[config.mk]
export PLATFORM = sky130hd
export DESIGN_NAME = compute_core
export DESIGN_NICKNAME = d
export VERILOG_FILES = /design/src/gpu_pkg.sv /design/src/scheduler.sv /design/src/fetcher.sv /design/src/decoder.sv /design/src/lsu.sv /design/src/thread_lane.sv /design/src/compute_core.sv
export VERILOG_INCLUDE_DIRS = /design/src
export SDC_FILE = /design/constraint.sdc
export NUM_CORES = 1
export LEC_CHECK = 0
export BUFFER_PORTS_ARGS = -buffer_cell sky130_fd_sc_hd__buf_2
export CAP_MARGIN = 20
export CORE_ASPECT_RATIO = 1.25
export CORE_MARGIN = 2
export CORE_UTILIZATION = 50
export DETAILED_ROUTE_END_ITERATION = 8
export GPL_TIMING_DRIVEN = 0
export PLACE_DENSITY = 0.67
export SLEW_MARGIN = 20
export SYNTH_ARGS = -nofsm -noshare
export SYNTH_HDL_FRONTEND = slang
export SYNTH_SLANG_ARGS = --single-unit
[constraint.sdc]
create_clock -name clk -period 16.26 [get_ports clk]
set_input_delay 2.439 -clock clk [delete_from_list [all_inputs] [get_ports clk]]
set_output_delay 2.439 -clock clk [all_outputs]
set_load 0.02 [all_outputs]
[src/gpu_consts.svh]
// Widths and counts shared by the core; changing the lane count also changes the top-level port arrays
`ifndef GPU_CONSTS_SVH
`define GPU_CONSTS_SVH

// Data path and register width
`define GPU_DATA_W 8

// Program and data memory address width
`define GPU_ADDR_W 8

// One instruction word, opcode in the top nibble
`define GPU_INSTR_W 16

// Thread lanes per core, one thread each
`define GPU_LANES 4

// Registers per lane, the last three hold the block and thread identity
`define GPU_REGS 16

// Bits needed to name one register
`define GPU_REG_IDX_W 4

`endif

[src/gpu_pkg.sv]
// Types for the compute core; opcode values match instruction bits 15 to 12 and unknown values act as NOP
`include "gpu_consts.svh"

package gpu_pkg;

    // Core control sequence, one state per pipeline step
    typedef enum logic [2:0] {
        CORE_IDLE    = 3'd0,
        CORE_FETCH   = 3'd1,
        CORE_DECODE  = 3'd2,
        CORE_REQUEST = 3'd3,
        CORE_WAIT    = 3'd4,
        CORE_EXECUTE = 3'd5,
        CORE_UPDATE  = 3'd6,
        CORE_DONE    = 3'd7
    } core_state_t;

    typedef enum logic [1:0] {
        FETCH_IDLE = 2'd0,
        FETCHING   = 2'd1,
        FETCHED    = 2'd2
    } fetch_state_t;

    typedef enum logic [1:0] {
        LSU_IDLE       = 2'd0,
        LSU_REQUESTING = 2'd1,
        LSU_WAITING    = 2'd2,
        LSU_DONE       = 2'd3
    } lsu_state_t;

    // Code 6 is free and decodes as NOP
    typedef enum logic [3:0] {
        OP_NOP   = 4'h0,
        OP_BRNZP = 4'h1,
        OP_CMP   = 4'h2,
        OP_ADD   = 4'h3,
        OP_SUB   = 4'h4,
        OP_MUL   = 4'h5,
        OP_LDR   = 4'h7,
        OP_STR   = 4'h8,
        OP_CONST = 4'h9,
        OP_RET   = 4'hf
    } opcode_t;

    // Source of the value written to rd in UPDATE
    typedef enum logic [1:0] {
        WB_ALU = 2'd0,
        WB_MEM = 2'd1,
        WB_IMM = 2'd2
    } wb_src_t;

    // The NZP mask is ordered n, z, p from the high bit down
    typedef struct packed {
        logic [`GPU_REG_IDX_W-1:0] rd;
        logic [`GPU_REG_IDX_W-1:0] rs;
        logic [`GPU_REG_IDX_W-1:0] rt;
        logic [`GPU_DATA_W-1:0]    imm;
        logic [2:0]                nzp;
        logic                      reg_write;
        logic                      mem_read;
        logic                      mem_write;
        logic                      nzp_write;
        logic                      branch;
        wb_src_t                   wb_src;
        opcode_t                   alu_op;
        logic                      ret;
    } decoded_t;

    typedef struct packed {
        logic                   read;
        logic                   write;
        logic [`GPU_ADDR_W-1:0] address;
        logic [`GPU_DATA_W-1:0] write_data;
    } mem_req_t;

endpackage

[src/scheduler.sv]
// Assumes every enabled lane branches the same way; the PC follows the highest enabled lane
`timescale 1ns/1ps
`include "gpu_consts.svh"

module scheduler import gpu_pkg::*; (
    input  logic                                  clk,
    input  logic                                  reset,
    input  logic                                  start,
    input  logic                                  decoded_ret,
    input  fetch_state_t                          fetch_state,
    input  lsu_state_t [`GPU_LANES-1:0]           lsu_state,
    input  logic [`GPU_LANES-1:0]                 lane_enable,
    input  logic [`GPU_LANES-1:0][`GPU_ADDR_W-1:0] next_pc,
    output logic [`GPU_ADDR_W-1:0]                current_pc,
    output core_state_t                           core_state,
    output logic                                  done
);

    logic                   lsu_busy;
    logic [`GPU_ADDR_W-1:0] top_pc;

    // Join of all enabled lanes that still have a memory access in flight
    always_comb begin
        lsu_busy = 1'b0;
        for (int i = 0; i < `GPU_LANES; i++) begin
            if (lane_enable[i] &&
                (lsu_state[i] == LSU_REQUESTING || lsu_state[i] == LSU_WAITING)) begin
                lsu_busy = 1'b1;
            end
        end
    end

    // Disabled lanes never write NZP, so their branch decision cannot be trusted
    always_comb begin
        top_pc = next_pc[0];
        for (int i = 1; i < `GPU_LANES; i++) begin
            if (lane_enable[i]) begin
                top_pc = next_pc[i];
            end
        end
    end

    always_ff @(posedge clk) begin
        if (reset) begin
            current_pc <= '0;
            core_state <= CORE_IDLE;
            done       <= 1'b0;
        end else begin
            case (core_state)
                CORE_IDLE: begin
                    if (start) begin
                        core_state <= CORE_FETCH;
                    end
                end
                // Program latency is absorbed here
                CORE_FETCH: begin
                    if (fetch_state == FETCHED) begin
                        core_state <= CORE_DECODE;
                    end
                end
                CORE_DECODE:  core_state <= CORE_REQUEST;
                CORE_REQUEST: core_state <= CORE_WAIT;
                // Zero extra cycles when no lane touches data memory
                CORE_WAIT: begin
                    if (!lsu_busy) begin
                        core_state <= CORE_EXECUTE;
                    end
                end
                CORE_EXECUTE: core_state <= CORE_UPDATE;
                CORE_UPDATE: begin
                    if (decoded_ret) begin
                        done       <= 1'b1;
                        core_state <= CORE_DONE;
                    end else begin
                        current_pc <= top_pc;
                        core_state <= CORE_FETCH;
                    end
                end
                // Parked until the next reset
                default: core_state <= CORE_DONE;
            endcase
        end
    end

endmodule

[src/fetcher.sv]
// One program read per instruction; the memory must acknowledge at least one cycle after the request
`timescale 1ns/1ps
`include "gpu_consts.svh"

module fetcher import gpu_pkg::*; (
    input  logic                    clk,
    input  logic                    reset,
    input  core_state_t             core_state,
    input  logic [`GPU_ADDR_W-1:0]  current_pc,
    output logic                    program_read,
    output logic [`GPU_ADDR_W-1:0]  program_address,
    input  logic                    program_ack,
    input  logic [`GPU_INSTR_W-1:0] program_data,
    output fetch_state_t            fetch_state,
    output logic [`GPU_INSTR_W-1:0] instruction
);

    always_ff @(posedge clk) begin
        if (reset) begin
            fetch_state  <= FETCH_IDLE;
            program_read <= 1'b0;
        end else begin
            case (fetch_state)
                // The address is captured with the read level and held with it
                FETCH_IDLE: begin
                    if (core_state == CORE_FETCH) begin
                        program_read    <= 1'b1;
                        program_address <= current_pc;
                        fetch_state     <= FETCHING;
                    end
                end
                // Read data is only valid in the acknowledge cycle
                FETCHING: begin
                    if (program_ack) begin
                        instruction  <= program_data;
                        program_read <= 1'b0;
                        fetch_state  <= FETCHED;
                    end
                end
                // The word stays held after this, until the next fetch replaces it
                FETCHED: begin
                    if (core_state == CORE_DECODE) begin
                        fetch_state <= FETCH_IDLE;
                    end
                end
                default: fetch_state <= FETCH_IDLE;
            endcase
        end
    end

endmodule

[src/decoder.sv]
// Register fields are taken from fixed bit positions for every opcode; unknown opcodes set no enables
`timescale 1ns/1ps
`include "gpu_consts.svh"

module decoder import gpu_pkg::*; (
    input  logic                    clk,
    input  logic                    reset,
    input  core_state_t             core_state,
    input  logic [`GPU_INSTR_W-1:0] instruction,
    output decoded_t                decoded
);

    opcode_t  op;
    decoded_t dec_d;

    always_comb begin
        op    = opcode_t'(instruction[15:12]);
        dec_d = '0;

        // Operand fields overlap, each instruction reads only the ones it needs
        dec_d.rd  = instruction[11:8];
        dec_d.rs  = instruction[7:4];
        dec_d.rt  = instruction[3:0];
        dec_d.imm = instruction[7:0];
        dec_d.nzp = instruction[11:9];

        case (op)
            OP_BRNZP: dec_d.branch = 1'b1;
            OP_CMP: begin
                dec_d.nzp_write = 1'b1;
                dec_d.alu_op    = OP_CMP;
            end
            OP_ADD, OP_SUB, OP_MUL: begin
                dec_d.reg_write = 1'b1;
                dec_d.wb_src    = WB_ALU;
                dec_d.alu_op    = op;
            end
            // Load writes rd with the word at the address in rs
            OP_LDR: begin
                dec_d.mem_read  = 1'b1;
                dec_d.reg_write = 1'b1;
                dec_d.wb_src    = WB_MEM;
            end
            // Store writes rt to the address in rs
            OP_STR:   dec_d.mem_write = 1'b1;
            OP_CONST: begin
                dec_d.reg_write = 1'b1;
                dec_d.wb_src    = WB_IMM;
            end
            OP_RET: dec_d.ret = 1'b1;
            // NOP and every unused code leave all enables low
            default: dec_d.alu_op = OP_NOP;
        endcase
    end

    always_ff @(posedge clk) begin
        if (reset) begin
            decoded <= '0;
        end else if (core_state == CORE_DECODE) begin
            decoded <= dec_d;
        end
    end

endmodule

[src/lsu.sv]
// One access per instruction; the request stays up until the cycle after the acknowledge
`timescale 1ns/1ps
`include "gpu_consts.svh"

module lsu import gpu_pkg::*; (
    input  logic                   clk,
    input  logic                   reset,
    input  logic                   enable,
    input  core_state_t            core_state,
    input  decoded_t               decoded,
    input  logic [`GPU_DATA_W-1:0] address,
    input  logic [`GPU_DATA_W-1:0] store_data,
    output mem_req_t               mem_req,
    input  logic                   mem_ack,
    input  logic [`GPU_DATA_W-1:0] mem_read_data,
    output logic [`GPU_DATA_W-1:0] load_data,
    output lsu_state_t             lsu_state
);

    always_ff @(posedge clk) begin
        if (reset) begin
            lsu_state     <= LSU_IDLE;
            mem_req.read  <= 1'b0;
            mem_req.write <= 1'b0;
        end else begin
            case (lsu_state)
                // A disabled lane never leaves IDLE
                LSU_IDLE: begin
                    if (core_state == CORE_REQUEST && enable &&
                        (decoded.mem_read || decoded.mem_write)) begin
                        lsu_state <= LSU_REQUESTING;
                    end
                end
                // Level goes up one cycle after REQUEST, the scheduler already sees us busy
                LSU_REQUESTING: begin
                    mem_req.read       <= decoded.mem_read;
                    mem_req.write      <= decoded.mem_write;
                    mem_req.address    <= address;
                    mem_req.write_data <= store_data;
                    lsu_state          <= LSU_WAITING;
                end
                LSU_WAITING: begin
                    if (mem_ack) begin
                        load_data     <= mem_read_data;
                        mem_req.read  <= 1'b0;
                        mem_req.write <= 1'b0;
                        lsu_state     <= LSU_DONE;
                    end
                end
                // Held so load_data is still there when the lane writes back
                LSU_DONE: begin
                    if (core_state == CORE_UPDATE) begin
                        lsu_state <= LSU_IDLE;
                    end
                end
                default: lsu_state <= LSU_IDLE;
            endcase
        end
    end

endmodule

[src/thread_lane.sv]
// Registers 13 to 15 are read-only identity values; CMP treats operands as signed, arithmetic wraps at 256
`timescale 1ns/1ps
`include "gpu_consts.svh"

module thread_lane import gpu_pkg::*; (
    input  logic                   clk,
    input  logic                   reset,
    input  logic                   enable,
    input  core_state_t            core_state,
    input  decoded_t               decoded,
    input  logic [`GPU_ADDR_W-1:0] current_pc,
    input  logic [`GPU_DATA_W-1:0] block_idx,
    input  logic [`GPU_DATA_W-1:0] block_dim,
    input  logic [`GPU_DATA_W-1:0] thread_idx,
    output mem_req_t               mem_req,
    input  logic                   mem_ack,
    input  logic [`GPU_DATA_W-1:0] mem_read_data,
    output lsu_state_t             lsu_state,
    output logic [`GPU_ADDR_W-1:0] next_pc
);

    // First of the three identity registers
    localparam int ID_BASE = `GPU_REGS - 3;

    logic [`GPU_DATA_W-1:0] regs [ID_BASE];
    logic [`GPU_DATA_W-1:0] rs_val;
    logic [`GPU_DATA_W-1:0] rt_val;
    logic [`GPU_DATA_W-1:0] alu_out;
    logic [`GPU_DATA_W-1:0] load_data;
    logic [`GPU_DATA_W-1:0] wb_val;
    logic [`GPU_DATA_W:0]   diff;
    logic [2:0]             cmp_nzp;
    logic [2:0]             nzp;

    function automatic logic [`GPU_DATA_W-1:0] read_reg(input logic [`GPU_REG_IDX_W-1:0] idx);
        case (idx)
            ID_BASE:     return block_idx;
            ID_BASE + 1: return block_dim;
            ID_BASE + 2: return thread_idx;
            default:     return regs[idx];
        endcase
    endfunction

    always_comb begin
        rs_val = read_reg(decoded.rs);
        rt_val = read_reg(decoded.rt);
        // One extra bit keeps the signed difference from overflowing
        diff   = {rs_val[`GPU_DATA_W-1], rs_val} - {rt_val[`GPU_DATA_W-1], rt_val};
    end

    // ALU result and comparison flags are captured in EXECUTE
    always_ff @(posedge clk) begin
        if (core_state == CORE_EXECUTE) begin
            case (decoded.alu_op)
                OP_ADD:  alu_out <= rs_val + rt_val;
                OP_SUB:  alu_out <= rs_val - rt_val;
                OP_MUL:  alu_out <= rs_val * rt_val;
                default: alu_out <= '0;
            endcase
            cmp_nzp <= {diff[`GPU_DATA_W], diff == '0, !diff[`GPU_DATA_W] && diff != '0};
        end
    end

    always_comb begin
        case (decoded.wb_src)
            WB_MEM:  wb_val = load_data;
            WB_IMM:  wb_val = decoded.imm;
            default: wb_val = alu_out;
        endcase
    end

    // Writes to the identity registers are dropped
    always_ff @(posedge clk) begin
        if (core_state == CORE_UPDATE && enable && decoded.reg_write &&
            decoded.rd < ID_BASE) begin
            regs[decoded.rd] <= wb_val;
        end
    end

    always_ff @(posedge clk) begin
        if (reset) begin
            nzp <= 3'b000;
        end else if (core_state == CORE_UPDATE && enable && decoded.nzp_write) begin
            nzp <= cmp_nzp;
        end
    end

    // Read in UPDATE, before that cycle's NZP write lands
    assign next_pc = (decoded.branch && |(decoded.nzp & nzp)) ? decoded.imm : current_pc + 1'b1;

    // Address comes from rs, store data from rt
    lsu lsu_inst (
        .clk           (clk),
        .reset         (reset),
        .enable        (enable),
        .core_state    (core_state),
        .decoded       (decoded),
        .address       (rs_val),
        .store_data    (rt_val),
        .mem_req       (mem_req),
        .mem_ack       (mem_ack),
        .mem_read_data (mem_read_data),
        .load_data     (load_data),
        .lsu_state     (lsu_state)
    );

endmodule

[src/compute_core.sv]
// block_idx and thread_count must stay stable while a block runs; a new block needs a reset first
`timescale 1ns/1ps
`include "gpu_consts.svh"

module compute_core import gpu_pkg::*; (
    input  logic                                   clk,
    input  logic                                   reset,
    input  logic                                   start,
    input  logic [`GPU_DATA_W-1:0]                 block_idx,
    input  logic [`GPU_DATA_W-1:0]                 thread_count,
    output logic                                   program_read,
    output logic [`GPU_ADDR_W-1:0]                 program_address,
    input  logic                                   program_ack,
    input  logic [`GPU_INSTR_W-1:0]                program_data,
    output mem_req_t [`GPU_LANES-1:0]              data_req,
    input  logic [`GPU_LANES-1:0]                  data_ack,
    input  logic [`GPU_LANES-1:0][`GPU_DATA_W-1:0] data_read_data,
    output core_state_t                            core_state,
    output logic                                   done
);

    logic [`GPU_ADDR_W-1:0]                 current_pc;
    fetch_state_t                           fetch_state;
    logic [`GPU_INSTR_W-1:0]                instruction;
    decoded_t                               decoded;
    lsu_state_t [`GPU_LANES-1:0]            lsu_state;
    logic [`GPU_LANES-1:0][`GPU_ADDR_W-1:0] next_pc;
    logic [`GPU_LANES-1:0]                  lane_enable;

    scheduler scheduler_inst (
        .clk         (clk),
        .reset       (reset),
        .start       (start),
        .decoded_ret (decoded.ret),
        .fetch_state (fetch_state),
        .lsu_state   (lsu_state),
        .lane_enable (lane_enable),
        .next_pc     (next_pc),
        .current_pc  (current_pc),
        .core_state  (core_state),
        .done        (done)
    );

    fetcher fetcher_inst (
        .clk             (clk),
        .reset           (reset),
        .core_state      (core_state),
        .current_pc      (current_pc),
        .program_read    (program_read),
        .program_address (program_address),
        .program_ack     (program_ack),
        .program_data    (program_data),
        .fetch_state     (fetch_state),
        .instruction     (instruction)
    );

    decoder decoder_inst (
        .clk         (clk),
        .reset       (reset),
        .core_state  (core_state),
        .instruction (instruction),
        .decoded     (decoded)
    );

    for (genvar i = 0; i < `GPU_LANES; i++) begin : g_lane
        // Lanes at or above thread_count sit out the whole block
        assign lane_enable[i] = (i < thread_count);

        thread_lane thread_lane_inst (
            .clk           (clk),
            .reset         (reset),
            .enable        (lane_enable[i]),
            .core_state    (core_state),
            .decoded       (decoded),
            .current_pc    (current_pc),
            .block_idx     (block_idx),
            .block_dim     (thread_count),
            .thread_idx    (`GPU_DATA_W'(i)),
            .mem_req       (data_req[i]),
            .mem_ack       (data_ack[i]),
            .mem_read_data (data_read_data[i]),
            .lsu_state     (lsu_state[i]),
            .next_pc       (next_pc[i])
        );
    end

endmodule

# ---- Yosys cells after proc, flatten, opt, wreduce, memory -nomap -nowiden
# Memory sizes are Yosys's and may differ from the RTL's. A register that Yosys moved wholly into a read port is not among the register bits.
# Cells that the tools add are included.
dict set report word_totals {
  wordCells 331
  out_inout_bits 85
  n_memories 4
  ram_bits 416
  ff_bits 242
}
# name depth word_bits rd rd_ports_with_merged_regs wr line
set mem_list {}
lappend mem_list {{g_lane[0].thread_lane_inst.regs} 13 8 2 2 1 thread_lane.sv:25} ;# logic [`GPU_DATA_W-1:0] regs [ID_BASE];
lappend mem_list {{g_lane[1].thread_lane_inst.regs} 13 8 2 2 1 thread_lane.sv:25}
lappend mem_list {{g_lane[2].thread_lane_inst.regs} 13 8 2 2 1 thread_lane.sv:25}
lappend mem_list {{g_lane[3].thread_lane_inst.regs} 13 8 2 2 1 thread_lane.sv:25}
dict set report op_classes {
  mul 4
  reduce_logical 93
  eq_ne 58
  n_addsub 13
  magnitude_cmp 5
  mux 92
  bitwise_logic 6
}
# op n
set ops {}
lappend ops {{8-bit one-hot mux with 3 select lines} 12}
lappend ops {{4-bit two-way mux} 16}
lappend ops {{8-bit one-hot mux with 2 select lines} 4}
lappend ops {{8-bit two-way mux} 7}
lappend ops {{3-bit AND reduction} 13}
lappend ops {{4-bit equality test, second input constant} 9}
lappend ops {{1-bit logical AND} 36}
lappend ops {{9-bit zero test} 4}
lappend ops {{9-bit nonzero test} 4}
lappend ops {{8-bit by 8-bit subtractor with 9-bit output} 4}
lappend ops {{8-bit adder} 4}
lappend ops {{8-bit by 8-bit multiplier with 8-bit output} 4}
lappend ops {{2-bit two-way mux} 16}
lappend ops {{2-bit one-hot mux with 4 select lines} 4}
lappend ops {{8-bit subtractor} 4}
lappend ops {{2-bit != test, second input constant} 15}
lappend ops {{3-bit one-hot mux with 7 select lines} 1}
lappend ops {{2-bit equality test, second input constant} 10}
lappend ops {{4-bit by 3-bit equality test with 1-bit output, second input constant} 5}
lappend ops {{1-bit two-way mux} 20}
lappend ops {{2-bit one-hot mux with 2 select lines} 5}
lappend ops {{2-bit AND reduction} 10}
lappend ops {{1-bit by 8-bit < comparator with 1-bit output, first input constant} 2}
lappend ops {{2-bit by 8-bit < comparator with 1-bit output, first input constant} 2}
lappend ops {{other kinds (22)} 60}

# ---- Depth between registers and ports, before layout
dict set report logic_depth {
  ltp_word 9
  ltp_mapped 26
  ltp_nobuf 24
}

# ---- Cells and area by module
# From an unflattened synthesis, not the netlist that was laid out.
dict set report unflattened {
  cells_unflattened 2980
  hier_area_um2 38882.3
}
# module area_per_inst_um2 cells_per_inst instances seq_area_each_um2
set by_module_without_submodules {}
lappend by_module_without_submodules {{thread_lane at g_lane[1].thread_lane_inst} 8210.4 655 1 3513.4}
lappend by_module_without_submodules {{thread_lane at g_lane[0].thread_lane_inst} 8059.0 627 1 3513.4}
lappend by_module_without_submodules {{thread_lane at g_lane[3].thread_lane_inst} 8006.4 632 1 3513.4}
lappend by_module_without_submodules {{thread_lane at g_lane[2].thread_lane_inst} 7936.4 577 1 3513.4}
lappend by_module_without_submodules {lsu 988.4 56 4 800.8}
lappend by_module_without_submodules {decoder 965.9 119 1 460.4}
lappend by_module_without_submodules {fetcher 869.6 40 1 780.7}
lappend by_module_without_submodules {scheduler 819.5 96 1 240.2}
lappend by_module_without_submodules {compute_core 61.3 10 1 0.0}

# ---- Worst setup path before layout
# OpenSTA, ideal clock, no wires.
dict set report synth_path {
  path_kind {in2reg}
  from {in thread_count[0]}
  to {reg g_lane[2].thread_lane_inst.alu_out[7] (data pin)}
  path_slack_ns 9.599
  setup_ns 0.271
  stages 20
  t_required_ns 15.989
  arrival_time_ns 6.390
  path_cell_list {clkbuf_1 > nand2b_1 > a21oi_1 > a311o_1 > buf_2 > nor2_1 > fa_1 > fa_1 > ha_1 > inv_1 > fa_1 > inv_1 > ha_1 > a21o_1 > a21oi_1 > xnor2_1 > xnor2_1 > xnor2_1 > xnor2_1 > o22ai_1}
}
dict set report synth_via {
  elab_chain_len 3
  elab_cells_between_ends 6
  classes_between {add/sub (2); mul (1); mux (3)}
}
# item line
set synth_lines {}
lappend synth_lines {{start: declaration} compute_core.sv:10} ;# input logic [`GPU_DATA_W-1:0] thread_count,
lappend synth_lines {{8-bit one-hot mux with 3 select lines} thread_lane.sv:36} ;# case (idx)
lappend synth_lines {{8-bit by 8-bit multiplier with 8-bit output, or another cell as far along} thread_lane.sv:57} ;# OP_MUL: alu_out <= rs_val * rt_val;
lappend synth_lines {{8-bit one-hot mux with 3 select lines *} thread_lane.sv:54} ;# case (decoded.alu_op)
lappend synth_lines {{end signal: assignment} thread_lane.sv:55} ;# OP_ADD: alu_out <= rs_val + rt_val;
lappend synth_lines {{end signal: assignment} thread_lane.sv:56} ;# OP_SUB: alu_out <= rs_val - rt_val;
lappend synth_lines {{end signal: assignment} thread_lane.sv:57}
lappend synth_lines {{end: declaration} thread_lane.sv:28} ;# logic [`GPU_DATA_W-1:0] alu_out;
# Every way passes the cells marked *; elsewhere a longest branch is shown, timed or not.
# A chain may end at the register's enable or synchronous reset.

==> run_results.csv <==
group,metric,value,unit
run,maxCapViolations,0,
clock_network,clkLatencyLatePin,640,ps
logic_synthesis,synthesis.area,0.03624,sq mm
worst_setup_path,critPathLaunchType,"flip-flop",
finish,fillerInstances,5909,
logic_synthesis,synth_cell_type_count,91,
sta,tns,0,ps
clock_network,h-tree-depth,3,
sta,fin_crit_sh,0.5250,
sta,rsz0062_at_grt,"false",
clock_network,post-cts-setup-buffer-count,0,
floorplan,dieArea,0.07465,sq mm
sta,finalWorstSetupSlack,7723,ps
drt,dr.pass1.iters,8,
power_and_ir_drop,peakVddDrop,0.00008470,V
floorplan,row_count,110,
drt,wl_per_cell,33.07,microns
placed_design,io_buffers,153,
grt,antenna_found_initial,7,
worst_setup_path,worstSetupPathType,"reg -> reg",
clock_network,cts_buffer_depth,3,
worst_setup_path,ff2ff_path_depth,21,
worst_setup_path,r2r-end,"g_lane[3].thread_lane_inst.alu_out[7]$_DFFE_PP_",
logic_synthesis,syn-num-nets,3119,
clock_network,root_buffer,"clkbuf_16",
placed_design,gp_congestion,1.003,
worst_setup_path,r2r_slack,7720,ps
grt,overflow,0,
logic_synthesis,netlist_instances,2829,
grt,grt_pass1_wl,188.6,mm
grt,grt_max_degree,28,
clock_network,cts_hold_buf,0,
clock_network,cts-resized-gates,0,
logic_synthesis,synth_compound_area_frac,0.08425,
power_and_ir_drop,powerDensity,90.92,mW/mm^2
placed_design,place_ws,8076,ps
drt,drt-total-wl,135.2,mm
worst_setup_path,crit_fanout,10,
placed_design,dpl.hpwl,101.7,mm
min_path,hold_end,"decoder_inst.decoded[7]$_SDFFE_PP0P_",
clock_network,cts_buffers,67,
floorplan,die_w,244.8,microns
min_path,hold_depth,2,
drt,ant_nets,0,
logic_synthesis,seq_area_frac_synth,0.5215,
logic_synthesis,synthSimpleGateAreaFrac,0.08974,
grt,grt_pass1_vias,26320,
logic_synthesis,synth_edf_count,580,
logic_synthesis,ys_warn_count,0,
finish,drive_gt1_frac,0.1924,
floorplan,die_y,305.0,microns
logic_synthesis,synth_mux_area_frac,0.1433,
clock_network,cts.reportedPaths.clkPinSlew,60,ps
sta,fin_skew,30.14,ps
logic_synthesis,synth_ff_type,"edfxtp_1",
sta,hold_viol_final,0,
worst_setup_path,endpoint_kind,"flip-flop",
logic_synthesis,synth-seq-cells,654,
floorplan,io_pins,157,
clock_network,cts_tree,"yes",
finish,syn_to_final_growth,12.48,%
drt,drtIter0Drc,3310,
logic_synthesis,synth_top_family_by_area,"multiplexers",
power_and_ir_drop,leakage,14.72,nW
worst_setup_path,arrival,9000,ps
outcome,status,"completed",
finish,nets,3375,
floorplan,initial_utilization,0.5044,
sta,final-setup-viol-count,0,
sta,slew_viol_final,0,
sta,worst_pin_slew,1311,ps
logic_synthesis,synth-async-reset-ratio,0,
drt,drc_errors,0,
min_path,hold_path.class,"reg -> reg",
logic_synthesis,synth_xor_area_frac,0.03111,
logic_synthesis,yosys.area_share.adder,0.08667,
grt,grt.total_usage,0.3635,
min_path,min-delay-start,"decoder_inst.decoded[7]$_SDFFE_PP0P_",
clock_network,clock_sinks,654,
sta,period_needed,8537,ps
worst_setup_path,cp.required,16720,ps
drt,vias,26240,
logic_synthesis,synth_area_per_cell,12.81,sq um
drt,via_per_inst,6.418,
sta,relSlewSlack,0.1260,
floorplan,coreArea,0.07184,sq mm
sta,fmax,117.1,MHz
routing by layer:
metal | GRT usage | wire [microns] | vias to the layer above
li1 | - | - | 10990
met1 | 0.4285 | 46590 | 13000
met2 | 0.5807 | 62710 | 1726
met3 | 0.08445 | 14060 | 519
met4 | 0.2700 | 11840 | 6
met5 | 0 | 34 | -
metrics by stage:
stage	instances	util	power (mW)	area [sq um]	hold slack, ps
6_report	4089	0.5673	3.706	40760	481.1
5_1_grt	4086	0.5672	3.794	40750	525.2
4_1_cts	4085	0.5668	3.711	40720	473.4
3_3_place_gp	3934	0.5316	2.165	38190	454.0
3_5_place_dp	3967	0.5368	2.178	38570	455.6
2_1_floorplan	2829	-	2.073	36240	431.7
kinds of logic after synthesis:
family                     count (synthesis)
AOI/OAI and AO/OA                        485
xor gates and xnor gates                 124
adders and majority gates                218
buffers and inverters                    332
DFF                                      654
muxes                                    292
and+or+nand+nor                          724
Yosys cell counts (all sizes together), types with 4 or more instances:
cell type	n	area, sq um
ha	163	2039
nand3	28	150.1
nand2	238	905.9
mux4	174	3983
or2	11	71.32
nor3	23	120.1
and3	15	93.84
buf	78	615.6
nand3b	4	30.03
o21bai	14	105.1
nand2b	20	127.6
a221oi	5	50.04
inv	186	698.2
o211ai	11	82.58
nor4	6	37.54
a211oi	25	197.7
clkbuf	67	255.3
and2	30	187.7
mux2i	98	980.9
dfxtp	74	1481
edfxtp	580	17420
a22o	7	61.31
a221o	4	40.04
nor3b	5	42.54
o22ai	37	231.5
nor2b	46	287.8
fa	55	1101
xor2	25	219.0
a22oi	27	212.7
a21oi	149	775.8
nor2	286	1109
xnor2	96	840.8
o21ai	113	565.5
mux2	20	229.0
or3	5	31.28
a21o	32	240.2
a21boi	5	41.29
a31oi	24	162.7
critical path, stage by stage (launching register included):
cell and delay [ps]:
dfxtp_1 540, buf_1 870, clkbuf_1 800, buf_1 720, o21ai_0 200, a31oi_1 890, inv_1 430, ha_1 370
fa_1 410, fa_1 490, ha_1 300, inv_1 60, fa_1 530, inv_1 40, ha_1 330, a21o_1 180
a21oi_1 180, xnor2_1 160, xnor2_1 110, xnor2_1 260, xnor3_1 270, o22ai_1 190
registers in the layout, summed over array words and instances (netlist names), 3 cells and up, named ones only:
name,flops
fetcher_inst.program_address,8
g_lane.thread_lane_inst.regs,416
g_lane.thread_lane_inst.alu_out,32
g_lane.thread_lane_inst.cmp_nzp,12
g_lane.thread_lane_inst.lsu_inst.lsu_state,8
g_lane.thread_lane_inst.nzp,12
scheduler_inst.current_pc,8
decoder_inst.decoded,23
scheduler_inst.core_state,3
fetcher_inst.instruction,16
g_lane.thread_lane_inst.lsu_inst.mem_req,72
g_lane.thread_lane_inst.lsu_inst.load_data,32
how the worst max path moves through the flow:
stage,from,slack [ps],end,cells past startpoint
global route,flip-flop,7820,g_lane[3].thread_lane_inst.alu_out[7]$_DFFE_PP_,21
detailed placement,thread_count[2],8080,g_lane[1].thread_lane_inst.alu_out[7]$_DFFE_PP_,20
global placement,thread_count[1],8110,g_lane[0].thread_lane_inst.alu_out[7]$_DFFE_PP_,17
floorplan,thread_count[0],9600,g_lane[2].thread_lane_inst.alu_out[7]$_DFFE_PP_,20
CTS,flip-flop,8060,g_lane[1].thread_lane_inst.alu_out[7]$_DFFE_PP_,21
finish,flip-flop,7720,g_lane[3].thread_lane_inst.alu_out[7]$_DFFE_PP_,21
layout by cell type (no fill, tap or decap), types with 22 or more instances in the layout:
cell type / count
a21oi_1: 143
o21ai_1: 41
dfxtp_1: 74
edfxtp_1: 580
nand3_1: 26
o21ai_0: 71
a22oi_1: 25
nor2b_1: 42
inv_1: 181
clkbuf_1: 74
a31oi_1: 22
mux2i_1: 98
nor2_1: 264
ha_1: 163
a21o_1: 32
xnor2_1: 96
xor2_1: 25
buf_4: 45
nand2_1: 235
a211oi_1: 23
o22ai_1: 37
and2_1: 27
clkbuf_16: 69
buf_2: 179
mux4_2: 157
fa_1: 55
layout make-up:
type / count / area (sq um) / area share
buffer: 145 / 874.6 / 0.02146
clock buffer: 79 / 1774 / 0.04353
sequential: 654 / 18900 / 0.4637
antenna: 3 / 7.507 / 0.0001842
tap: 952 / 1191 / 0.02923
clock inverter: 39 / 381.6 / 0.009363
multi-input combinational: 1843 / 15830 / 0.3884
timing repair buffer: 187 / 1096 / 0.02689
inverter: 187 / 701.9 / 0.01722
report_power, final:
part / internal, mW / switching [mW] / total [mW]
sequential: 1.83 / 0.0105 / 1.84
combinational: 0.120 / 0.186 / 0.305
clock: 0.880 / 0.680 / 1.56
total: 2.83 / 0.876 / 3.71
No activity file was read; power rests on OpenSTA's default activity.
